**src/rtl/gfxTypes.sv**
```systemverilog
package gfxTypes;

   typedef logic [15:0] busAddr;
   typedef logic [7:0]  busData;
   typedef logic [7:0]  tileIndex;
   typedef logic [12:0] tileAddr;
   typedef logic [9:0]  mapAddr;
   typedef logic [15:0] tileRow; // high plane in 15:8, low plane in 7:0.
   typedef logic [1:0]  shade;
   typedef logic [7:0]  pixelX;
   typedef logic [7:0]  lineNum;
   typedef logic [1:0]  regionCode;

   localparam busAddr LcdcAddr    = 16'hFF40;
   localparam busAddr ScrollYAddr = 16'hFF42;
   localparam busAddr ScrollXAddr = 16'hFF43;
   localparam busAddr PaletteAddr = 16'hFF47;

   localparam busAddr TileBase = 16'h8000;
   localparam int     TileSize = 6144;
   localparam int     TileBankDepth = TileSize / 2; // one row of one tile per entry pair.
   localparam busAddr Map1Base = 16'h9800;
   localparam busAddr Map2Base = 16'h9C00;
   localparam int     MapSize  = 1024;

   localparam int LineWidth = 160;
   localparam int LineCount = 144;
   localparam int TileDim   = 8;
   localparam int FineBits  = $clog2(TileDim);

   localparam busData PaletteReset = 8'hE4; // identity shading.

   // read region codes, kept for one cycle to steer the reply.
   localparam regionCode RegionNone = 2'd0;
   localparam regionCode RegionTile = 2'd1;
   localparam regionCode RegionMap  = 2'd2;
   localparam regionCode RegionReg  = 2'd3;

   typedef logic [FineBits-1:0] fineOffset;

   typedef struct packed {
      logic   read;
      logic   write;
      busAddr addr;
      busData wdata;
   } busRequest;

   typedef struct packed {
      busData control;
      busData scrollY;
      busData scrollX;
      busData palette;
   } lcdRegs;

   typedef struct packed {
      logic   valid;
      pixelX  x;
      lineNum line;
      shade   value;
   } pixelOut;

   typedef enum logic {
      Idle,
      Running
   } renderState;

endpackage
```
**src/rtl/vramBus.sv**
```systemverilog
`timescale 1ns/1ps

module vramBus (
   input  logic                db,
   input  logic                reset,
   input  gfxTypes::busRequest cpuBus,
   output gfxTypes::busData    readData,
   output logic                readValid,
   output gfxTypes::lcdRegs    regs,
   output logic                mapSelect,
   output logic                tileWrite,
   output logic                mapWrite,
   output gfxTypes::tileAddr   cpuTileAddr,
   output logic [10:0]         cpuMapAddr,
   output gfxTypes::busData    wdata,
   input  gfxTypes::busData    tileCpuData,
   input  gfxTypes::busData    mapCpuData
);

   gfxTypes::regionCode region;
   gfxTypes::regionCode readRegion;
   gfxTypes::busAddr    tileOffset;
   gfxTypes::busAddr    mapOffset;
   gfxTypes::busData    regReadByte;
   gfxTypes::busData    heldByte;

   always_comb begin
      region = gfxTypes::RegionNone;
      regReadByte = 8'hFF; // unused registers and holes read as all ones.
      if (cpuBus.addr >= gfxTypes::TileBase &&
          cpuBus.addr < gfxTypes::TileBase + gfxTypes::busAddr'(gfxTypes::TileSize)) begin
         region = gfxTypes::RegionTile;
      end else if (cpuBus.addr >= gfxTypes::Map1Base &&
                   cpuBus.addr < gfxTypes::Map2Base + gfxTypes::busAddr'(gfxTypes::MapSize)) begin
         region = gfxTypes::RegionMap;
      end else begin
         case (cpuBus.addr)
            gfxTypes::LcdcAddr: begin
               region = gfxTypes::RegionReg;
               regReadByte = regs.control;
            end
            gfxTypes::ScrollYAddr: begin
               region = gfxTypes::RegionReg;
               regReadByte = regs.scrollY;
            end
            gfxTypes::ScrollXAddr: begin
               region = gfxTypes::RegionReg;
               regReadByte = regs.scrollX;
            end
            gfxTypes::PaletteAddr: begin
               region = gfxTypes::RegionReg;
               regReadByte = regs.palette;
            end
            default: region = gfxTypes::RegionNone;
         endcase
      end
   end

   assign tileOffset = cpuBus.addr - gfxTypes::TileBase;
   assign mapOffset = cpuBus.addr - gfxTypes::Map1Base; // bit 10 picks the second map.
   assign cpuTileAddr = tileOffset[12:0];
   assign cpuMapAddr = mapOffset[10:0];
   assign wdata = cpuBus.wdata;
   assign tileWrite = cpuBus.write && region == gfxTypes::RegionTile;
   assign mapWrite = cpuBus.write && region == gfxTypes::RegionMap;
   assign mapSelect = regs.control[3];

   always_ff @(posedge db) begin
      if (reset) begin
         regs <= '{control: '0, scrollY: '0, scrollX: '0, palette: gfxTypes::PaletteReset};
      end else if (cpuBus.write && region == gfxTypes::RegionReg) begin
         case (cpuBus.addr)
            gfxTypes::LcdcAddr:    regs.control <= cpuBus.wdata;
            gfxTypes::ScrollYAddr: regs.scrollY <= cpuBus.wdata;
            gfxTypes::ScrollXAddr: regs.scrollX <= cpuBus.wdata;
            default:               regs.palette <= cpuBus.wdata;
         endcase
      end
   end

   always_ff @(posedge db) begin
      if (reset) begin
         readValid <= 1'b0;
         readRegion <= gfxTypes::RegionNone;
      end else begin
         readValid <= cpuBus.read;
         readRegion <= region;
      end
   end

   always_ff @(posedge db) begin
      if (cpuBus.read) begin
         heldByte <= regReadByte;
      end
   end

   // memory replies come straight from the synchronous read ports.
   always_comb begin
      case (readRegion)
         gfxTypes::RegionTile: readData = tileCpuData;
         gfxTypes::RegionMap:  readData = mapCpuData;
         default:              readData = heldByte;
      endcase
   end

   assert property (@(posedge db) disable iff (reset) !(cpuBus.read && cpuBus.write));

endmodule

```
**config.mk**
```make
export PLATFORM = sky130hd
export DESIGN_NAME = vramBus
export DESIGN_NICKNAME = d
export VERILOG_FILES = /design/src/rtl/gfxTypes.sv /design/src/rtl/vramBus.sv
export SDC_FILE = /design/constraint.sdc
export NUM_CORES = 1
export LEC_CHECK = 0
export ABC_CLOCK_PERIOD_IN_PS = 1450
export BUFFER_PORTS_ARGS = -buffer_cell sky130_fd_sc_hd__buf_2
export CORE_MARGIN = 2
export CORE_UTILIZATION = 42
export CTS_CLUSTER_SIZE = 20
export DETAILED_ROUTE_END_ITERATION = 10
export PLACE_DENSITY = 0.77
export SLEW_MARGIN = 20
export SYNTH_ARGS = -nofsm -noshare
export SYNTH_HDL_FRONTEND = slang
export SYNTH_SLANG_ARGS = --single-unit
export TNS_END_PERCENT = 50
```
**constraint.sdc**
```tcl
create_clock -name db -period 1.45 [get_ports db]
set_clock_uncertainty 0.2 [all_clocks]
set_input_delay 0.0725 -clock db [delete_from_list [all_inputs] [get_ports db]]
set_output_delay 0.0725 -clock db [all_outputs]
set_load 0.02 [all_outputs]
```
==> results_dict.tcl <==
set metrics [dict create \
    status "finished, violations left" \
    violations "negative setup slack" \
    synth-simple-area-share_pct 27.2 \
    fin_cells 448 \
    fin_setup_tns_ns -1.27 \
    grt_use_met3_pct 4.49 \
    critPathKind "flip-flop to output pin" \
    power_frac_clock_pct 34.8 \
    finalCriticalPeriod_ns 1.62 \
    antenna_found_initial 0 \
    max_freq_ghz 0.619 \
    fp-row-count 27 \
    busiest_layer "met2" \
    cts_buffer_depth 2 \
    die_w_um 80.6 \
    remaining_drc_errors 0 \
    synth_edf_count 8 \
    tightest_slew_ns 0.566 \
    wl_mm 6.65 \
    synth_cell_types 37 \
    dp_hpwl_mm 4.80 \
    cts_root_buf "clkbuf_8" \
    pwr-share-comb_pct 17.2 \
    dp_cells 428 \
    grt_usage_pct 20.0 \
    layout_commonest_cell "buf_2" \
    grtUsageMet2_pct 34.8 \
    grt_pass1_vias 2154 \
    mostFrequentLayoutCells "buf_2, nand2b_1, dfxtp_1, buf_4, mux2i_1" \
    power_w 0.00258 \
    clk_latency_ns 0.30 \
    dr_total_vias 2278 \
    final_layout_size_suffix_gt1_share_pct 52.4 \
    synthAdderAreaFrac_pct 1.02 \
    setup_ws_ns -0.167 \
    dieHeight_um 80.6 \
    finalMaxSlewViolations 0 \
    internal-power_w 0.00192 \
    synth.avg_cell_area_um2 9.73 \
    coreArea_um2 5570 \
    synth_warnings 0 \
    ys.flop_type "dfxtp_1" \
    start_kind "flip-flop" \
    cts_max_level 2 \
    fin_nets 421 \
    synth_nets 299 \
    seq_area_frac_synth_pct 38.2 \
    p_per_area_nw_per_um2 741 \
    fp.dieArea_um2 6490 \
    pwr-share-seq_pct 47.9 \
    cts_buffers 5 \
    cts_tree "yes" \
    cts.sinks 43 \
    io-pin-count 120 \
    cap_violations 0 \
    area_growth_pct 41.1 \
    synthesis.area_um2 2460 \
    antennaDiodeCount 0 \
    path_clk_slew_ns 0.08 \
    grt_pass1_wl_mm 10.1 \
    rsz0062_at_grt "yes" \
    cp_max_fo 8 \
    max_slew_margin_pct 62.3 \
    worstPathRequired_ns 1.18 \
    avgRoutedWirePerCell_um 14.8 \
    gr-total-overflow 0 \
    hold_path_class "input port to flip-flop" \
    synth.area.mux_share_pct 11.4 \
    switching_share_pct 25.4 \
    portBuffers 119 \
    cp.arrival_ns 1.34 \
    synthArstFlopShare_pct 0 \
    post-route-period-util_pct 111 \
    setup_viol 8 \
    p_leak_nw 1.63 \
    yosys.area_share.xor_xnor_pct 0 \
    grtUsageMet1_pct 24.3 \
    antenna_left 0 \
    ys_ff_latch 43 \
    start_util_pct 44.2 \
    drt-pass1-iter-count 4 \
    routabilityCongestion 0.793 \
    cp-end-kind "output pin" \
    vdd_drop_max_mv 0.475 \
    hold_viol 0 \
    detail_route.iter0.violations 147 \
    avgViaCountPerCell 5.08 \
    synth_top_family_by_area "simple AND/OR/NAND/NOR gates" \
    netlist_instances 253 \
    synth_compound_area_share_pct 9.20 \
    switchingPower_w 0.000654 \
    grt_max_degree 44 \
]
[worst paths after layout]
path	from	endpoint	slack, ns	cells past startpoint
worst min-delay path	cpuBus[19]	readRegion[1]	0.008	4
worst min register to register	regs[29]	regs[29]	0.30	2
worst max register to register	regs[20]	heldByte[4]	0.33	2
worst max-delay path	readRegion[0]	readData[6]	-0.17	5
[stage by stage]
stage	hold slack, ns	setup slack (ns)	instance area (µm²)	utilization [%]
floorplan	-0.0150	-0.0593	2470	-
global placement	0.178	-0.182	3080	55.3
detailed placement	0.177	-0.219	3080	55.3
CTS	0.0173	-0.174	3390	60.8
global route	0.0262	-0.231	3470	62.3
finish	0.00763	-0.167	3470	62.3
[power by group through the flow]
stage | sequential [W] | clock (W) | combinational, W
after floorplan | 0.00126 | 0 | 0.000238
after global placement | 0.00126 | 0 | 0.000369
after detailed placement | 0.00126 | 0 | 0.000376
after CTS | 0.00123 | 0.000914 | 0.000420
after global routing | 0.00124 | 0.000946 | 0.000473
final | 0.00123 | 0.000897 | 0.000443
[synthesized netlist by cell type (2+ instances only)]
cell	count	area share [%]
nand2b_1	39	9.9
dfxtp_1	35	28
buf_4	34	10
mux2i_1	28	11
nand2_1	27	4.1
a22oi_1	16	4.9
clkbuf_1	8	1.2
edfxtp_1	8	9.8
o21ai_0	8	1.6
nand4_1	7	1.8
a211o_1	4	1.4
and3_1	4	1.0
a21oi_1	3	0.61
inv_1	3	0.46
nor4_2	3	1.5
buf_2	2	0.41
ha_1	2	1.0
nand3_1	2	0.41
nor4_4	2	1.7
[state kept, by name (all words and copies together), names as in the netlist]
| signal | cells |
|---|---|
| readRegion | 2 |
| mapSelect | 1 |
| regs | 31 |
| heldByte | 8 |
| readValid | 1 |
[per-layer routing]
layer | up-vias | wire (µm)
li1 | 1100 | -
met1 | 1065 | 2800
met2 | 97 | 3280
met3 | 16 | 432
met4 | 0 | 132
met5 | - | 0
[cell families after synthesis]
logic type	after synthesis
DFF	43
and+or+nand+nor	99
AOI/OAI and AO/OA	33
muxes	28
buffers and inverters	48
adders and majority gates	2
[critical path, cell delays in order, from the launching register on]
cell and delay (ns):
dfxtp_2 0.34, inv_2 0.04, ha_4 0.26, buf_8 0.14, o21ai_2 0.13, buf_6 0.13
[cell type report]
class                   count  area [µm²]
clock inverters             1        5.00
flip-flops and latches     43         943
well taps                  72        90.1
repair buffers            160         998
multi-input cells         162        1320
clock buffers               7         108
fillers                   495        2100
inverters                   3        11.3
[timing repair]
item / 4_1_cts / 5_1_grt
cloned: 0 / 0
endpoints found under the setup margin: 8 / 8
endpoints found under the hold margin: 43 / 0
resized for setup: 26 / 22
setup buffers: 2 / 0
hold buffers: 10 / 0
pin swaps: 5 / 10
Note: power is estimated with default switching activity, not from simulation.
