<file path="config.mk">
export PLATFORM = sky130hd
export DESIGN_NAME = scanlineRenderer
export DESIGN_NICKNAME = d
export VERILOG_FILES = /design/src/rtl/gfxTypes.sv /design/src/rtl/scanlineRenderer.sv
export SDC_FILE = /design/constraint.sdc
export NUM_CORES = 1
export LEC_CHECK = 0
export ABC_AREA = 1
export BUFFER_PORTS_ARGS = -buffer_cell sky130_fd_sc_hd__buf_4
export CORE_MARGIN = 1.5
export CORE_UTILIZATION = 53
export CTS_CLUSTER_SIZE = 24
export DETAILED_ROUTE_END_ITERATION = 8
export PLACE_DENSITY = 0.85
export SYNTH_ARGS = -nofsm -noshare
export SYNTH_HDL_FRONTEND = slang
export SYNTH_SLANG_ARGS = --single-unit
export TNS_END_PERCENT = 20
</file>
<file path="constraint.sdc">
create_clock -name db -period 2.09 [get_ports db]
set_input_delay 0.1045 -clock db [delete_from_list [all_inputs] [get_ports db]]
set_output_delay 0.1045 -clock db [all_outputs]
set_load 0.03 [all_outputs]
</file>
<file path="src/rtl/gfxTypes.sv">
package gfxTypes;

   typedef logic [15:0] busAddr;
   typedef logic [7:0]  busData;
   typedef logic [7:0]  tileIndex;
   typedef logic [12:0] tileAddr;
   typedef logic [9:0]  mapAddr;
   typedef logic [15:0] tileRow; // high plane in 15:8, low plane in 7:0.
   typedef logic [1:0]  shade;
   typedef logic [7:0]  pixelX;
   typedef logic [7:0]  lineNum;
   typedef logic [1:0]  regionCode;

   localparam busAddr LcdcAddr    = 16'hFF40;
   localparam busAddr ScrollYAddr = 16'hFF42;
   localparam busAddr ScrollXAddr = 16'hFF43;
   localparam busAddr PaletteAddr = 16'hFF47;

   localparam busAddr TileBase = 16'h8000;
   localparam int     TileSize = 6144;
   localparam int     TileBankDepth = TileSize / 2; // one row of one tile per entry pair.
   localparam busAddr Map1Base = 16'h9800;
   localparam busAddr Map2Base = 16'h9C00;
   localparam int     MapSize  = 1024;

   localparam int LineWidth = 160;
   localparam int LineCount = 144;
   localparam int TileDim   = 8;
   localparam int FineBits  = $clog2(TileDim);

   localparam busData PaletteReset = 8'hE4; // identity shading.

   // read region codes, kept for one cycle to steer the reply.
   localparam regionCode RegionNone = 2'd0;
   localparam regionCode RegionTile = 2'd1;
   localparam regionCode RegionMap  = 2'd2;
   localparam regionCode RegionReg  = 2'd3;

   typedef logic [FineBits-1:0] fineOffset;

   typedef struct packed {
      logic   read;
      logic   write;
      busAddr addr;
      busData wdata;
   } busRequest;

   typedef struct packed {
      busData control;
      busData scrollY;
      busData scrollX;
      busData palette;
   } lcdRegs;

   typedef struct packed {
      logic   valid;
      pixelX  x;
      lineNum line;
      shade   value;
   } pixelOut;

   typedef enum logic {
      Idle,
      Running
   } renderState;

endpackage
</file>
<file path="src/rtl/scanlineRenderer.sv">
`timescale 1ns/1ps

module scanlineRenderer (
   input  logic               db,
   input  logic               reset,
   input  logic               drawLine,
   input  gfxTypes::lcdRegs   regs,
   output gfxTypes::mapAddr   mapRdAddr,
   input  gfxTypes::tileIndex mapRdData,
   output logic [11:0]        tileRdAddr,
   input  gfxTypes::tileRow   tileRdData,
   output gfxTypes::pixelOut  pixels,
   output logic               renderComplete
);

   // what a pixel carries alongside the memory reads.
   typedef struct packed {
      logic                valid;
      gfxTypes::pixelX     x;
      gfxTypes::lineNum    line;
      gfxTypes::fineOffset fineX;
      gfxTypes::busData    palette;
   } pixelTag;

   gfxTypes::renderState state;
   gfxTypes::pixelX      xCount;
   gfxTypes::lineNum     lineCount;
   logic [7:0]           bgX;
   logic [7:0]           bgY;
   logic                 issue;
   logic                 lastIssue;
   pixelTag              s1Tag;
   pixelTag              s2Tag;
   gfxTypes::fineOffset  s1FineY;
   logic [1:0]           color;

   assign issue = state == gfxTypes::Running;
   assign lastIssue = issue && xCount == gfxTypes::pixelX'(gfxTypes::LineWidth - 1);

   assign bgX = regs.scrollX + xCount; // wraps at 256 by width.
   assign bgY = regs.scrollY + lineCount;
   assign mapRdAddr = {bgY[7:3], bgX[7:3]};

   // row address is index times 8 plus the fine Y offset.
   assign tileRdAddr = {1'b0, mapRdData, s1FineY};

   // bit 7 - fineX of each plane, high plane gives the upper bit.
   assign color = {tileRdData[{1'b1, ~s2Tag.fineX}], tileRdData[{1'b0, ~s2Tag.fineX}]};

   always_ff @(posedge db) begin
      if (reset) begin
         state <= gfxTypes::Idle;
         xCount <= '0;
         lineCount <= '0;
      end else begin
         case (state)
            gfxTypes::Idle: begin
               if (drawLine) begin
                  state <= gfxTypes::Running;
                  xCount <= '0;
               end
            end
            default: begin
               if (lastIssue) begin
                  state <= gfxTypes::Idle;
                  if (lineCount == gfxTypes::lineNum'(gfxTypes::LineCount - 1)) begin
                     lineCount <= '0;
                  end else begin
                     lineCount <= lineCount + 1'b1;
                  end
               end else begin
                  xCount <= xCount + 1'b1;
               end
            end
         endcase
      end
   end

   always_ff @(posedge db) begin
      s1FineY <= bgY[2:0];
   end

   always_ff @(posedge db) begin
      if (reset) begin
         s1Tag <= '0;
         s2Tag <= '0;
         pixels <= '0;
         renderComplete <= 1'b0;
      end else begin
         s1Tag <= '{valid: issue, x: xCount, line: lineCount, fineX: bgX[2:0],
                    palette: regs.palette};
         s2Tag <= s1Tag;
         pixels.valid <= s2Tag.valid;
         pixels.x <= s2Tag.x;
         pixels.line <= s2Tag.line;
         pixels.value <= s2Tag.palette[{color, 1'b0} +: 2];
         renderComplete <= s2Tag.valid &&
                           s2Tag.x == gfxTypes::pixelX'(gfxTypes::LineWidth - 1) &&
                           s2Tag.line == gfxTypes::lineNum'(gfxTypes::LineCount - 1);
      end
   end

   assert property (@(posedge db) disable iff (reset)
      pixels.valid |-> pixels.x < gfxTypes::pixelX'(gfxTypes::LineWidth));

endmodule

</file>
==> insert_results.sql <==
INSERT INTO impl_metrics (metric_group, metric, value, unit) VALUES
('run_status', 'outcome', 'completed', ''),
('setup_path', 'critical_path.max_fanout', '2', ''),
('cts', 'clock_tree.buffer_depth', '2', ''),
('floorplanning', 'die_h', '89.8', 'um'),
('logic_synthesis', 'ys_dominant_reg_cell', 'dfxtp_1', ''),
('logic_synthesis', 'synth_area', '3990', 'um2'),
('power', 'ir_worst_vdd', '0.370', 'mV'),
('logic_synthesis', 'syn-instance-count', '506', ''),
('drt', 'number_of_detailed_routing_iterations_run_before_antenna_repair', '4', ''),
('logic_synthesis', 'ys_warn_count', '0', ''),
('logic_synthesis', 'netlist-cell-type-count', '33', ''),
('drt', 'detail_routed_net_length_per_standard_cell', '11.2', 'um'),
('placed_design', 'io_buffers', '75', ''),
('sta', 'grt_setup_unrepaired', 'true', ''),
('global_routing', 'antenna_found_initial', '0', ''),
('setup_path', 'critical_path.endpoint_type', 'primary output', ''),
('sta', 'min_period', '2.06', 'ns'),
('setup_path', 'critical_path_class', 'input port to primary output', ''),
('power', 'power.internal', '0.00269', 'W'),
('cts', 'clock_insertion_delay_worst_skew', '0.35', 'ns'),
('global_routing', 'grt_max_degree', '61', ''),
('logic_synthesis', 'synth_seq_cells', '96', ''),
('cts', 'cts_tree', 'done', ''),
('setup_path', 'cp-start-kind', 'input port', ''),
('floorplanning', 'core_area', '7250', 'um2'),
('logic_synthesis', 'edff_count_synth', '0', ''),
('hold_path', 'timing.hold.worst.class', 'input port to flip-flop', ''),
('power', 'pwr-share-clk', '0.367', ''),
('sta', 'totalNegativeSetupSlack', '0', 'ns'),
('floorplanning', 'placement_rows', '31', ''),
('setup_path', 'slowest_delay', '0.55', 'ns'),
('global_routing', 'gr-usage-all-layers', '0.197', ''),
('global_routing', 'global_route_wire_length_before_repair', '13000', 'um'),
('drt', 'antenna_left', '0', ''),
('drt', 'detail_route.vias_per_cell', '4.66', ''),
('logic_synthesis', 'syn_avg_cell_area', '7.88', 'um2'),
('power', 'power.net_switching', '0.000815', 'W'),
('sta', 'report.final.setup_viol', '0', ''),
('placed_design', 'gp_routability_congestion', '0.812', ''),
('power', 'p_comb_frac', '0.096', ''),
('global_routing', 'grt_util_met1', '0.223', ''),
('finish', 'layout.cells.most_common', 'inv_1', ''),
('finish', 'most-common-layout-cells', 'inv_1, dfxtp_1, nor2_1', ''),
('logic_synthesis', 'postSynth.asyncResetShare', '0', ''),
('sta', 'hold_violations', '0', ''),
('floorplanning', 'fp.dieArea', '8060', 'um2'),
('cts', 'tritoncts.num_buffers', '9', ''),
('finish', 'areaGrowthSynthToFinish', '23.0', '%'),
('placed_design', 'dp.final_hpwl', '5310', 'um'),
('finish', 'insertedDiodeCount', '0', ''),
('sta', 'timing.slew.headroom', '0.637', ''),
('finish', 'finalInstanceArea', '4900', 'um2'),
('sta', 'timing.fmax', '485', 'MHz'),
('cts', 'clkSlewWorstSetupHoldPaths', '0.08', 'ns'),
('sta', 'final.period_utilization', '0.986', ''),
('drt', 'detailroute.via_count', '3167', ''),
('finish', 'drive_above_1_share', '0.207', ''),
('cts', 'cts_root_buffer', 'clkbuf_8', ''),
('setup_path', 'timing.critical_path.slowest_stage_cell', 'dlygate4sd3_1', ''),
('power', 'netSwitchingFraction', '0.232', ''),
('sta', 'worst-slew-pin-transition', '0.545', 'ns'),
('global_routing', 'grt-busiest-layer', 'met2', ''),
('drt', 'route.final.wire_length', '7610', 'um'),
('drt', 'detail_route.iter0.violations', '73', ''),
('finish', 'fin_nets', '654', ''),
('floorplanning', 'initial_core_util', '0.550', ''),
('cts', 'htree_levels', '3', ''),
('power', 'static-leakage-power', '2.27', 'nW'),
('setup_path', 'arrival', '1.96', 'ns'),
('logic_synthesis', 'synth.net_count', '583', ''),
('sta', 'drv_slew', '0', '');
## synthesized netlist by cell type, types with 2 or more instances
library cell	count
inv_1	106
nand3_1	32
nand3b_1	4
dfxtp_1	96
nor4_1	5
xnor2_1	5
nand2_1	61
nand2_2	2
nor3_1	6
fa_1	2
nor2_1	88
nand4_1	4
buf_4	20
clkbuf_1	9
xor2_1	10
o21ai_0	4
nor3_4	2
a21oi_1	18
nor3b_1	2
ha_1	16
a31oi_1	2
## cells by family after synthesis
group                      Yosys count  share of synthesized area
buffers and inverters              137                      0.150
other                                1                   0.000940
DFF                                 96                      0.482
and+or+nand+nor                    210                      0.235
AOI/OAI and AO/OA                   29                     0.0398
adders and majority gates           18                     0.0602
xor gates and xnor gates            15                     0.0329
## repair_timing
action                                 in CTS  in global routing
buffers inserted                            2                  0
setup endpoints to repair                   4                  5
pin swaps                                   2                  0
gates cloned                                0                  0
resized for setup                           9                  9
endpoints found under the hold margin       9                  0
hold buffers                                9                  0
## worst paths after layout
kind	startpoint	endpoint	slack, ns	cells past startpoint
setup / recovery	regs[16]	mapRdAddr[8]	0.03	11
hold reg to reg	s1Tag[20]	s2Tag[20]	0.40	2
hold / removal	drawLine	xCount[2]	0.09	4
setup reg to reg	xCount[0]	xCount[5]	0.31	11
## state kept, by name, indices dropped and copies added, names as in the netlist
signal	flops
pixels	19
xCount	8
issue	1
s1Tag	28
s2Tag	28
s1FineY	3
lineCount	8
renderComplete	1
## power by group through the flow
stage	clock [W]	combinational, W	sequential, W
after floorplan	0	0.000216	0.00194
after global placement	0	0.000299	0.00192
after detailed placement	0	0.000307	0.00193
after CTS	0.00131	0.000331	0.00188
after global routing	0.00139	0.000370	0.00189
final	0.00129	0.000338	0.00188
## per-stage QoR
stage / hold WS [ns] / power, W / worst slack (ns) / std cells / utilization
final: 0.0929 / 0.00351 / 0.0300 / 680 / 0.676
after global routing: 0.0915 / 0.00365 / -0.0939 / 680 / 0.676
after CTS: 0.0794 / 0.00353 / 0.00390 / 680 / 0.669
after detailed placement: 0.209 / 0.00223 / 0.113 / 654 / 0.622
after global placement: 0.209 / 0.00222 / 0.189 / 654 / 0.622
after floorplan: 0.211 / 0.00215 / 0.289 / 506 / -
## routing by layer
layer / wire (um) / part of all wire / up-vias
li1: - / - / 1655
met1: 3280 / 0.43 / 1423
met2: 3900 / 0.51 / 82
met3: 346 / 0.045 / 7
met4: 90 / 0.012 / 0
met5: 0 / 0 / -
## final cells by class
cell class                      instances  area [um2]  area share
Sequential cell                        96        1930       0.393
Tap cell                               99         124      0.0253
Inverter                              107         402      0.0819
Timing Repair Buffer                   90         698       0.142
Clock inverter                          6        91.3      0.0186
Multi-Input combinational cell        273        1540       0.313
Clock buffer                            9         124      0.0253
## tightest hold or removal path: cells and delay by family
family | cells | cell delay [ns]
buffers and inverters | 2 | 0.13
AOI/OAI and AO/OA | 2 | 0.16
Power figures use the tool's default switching activity.
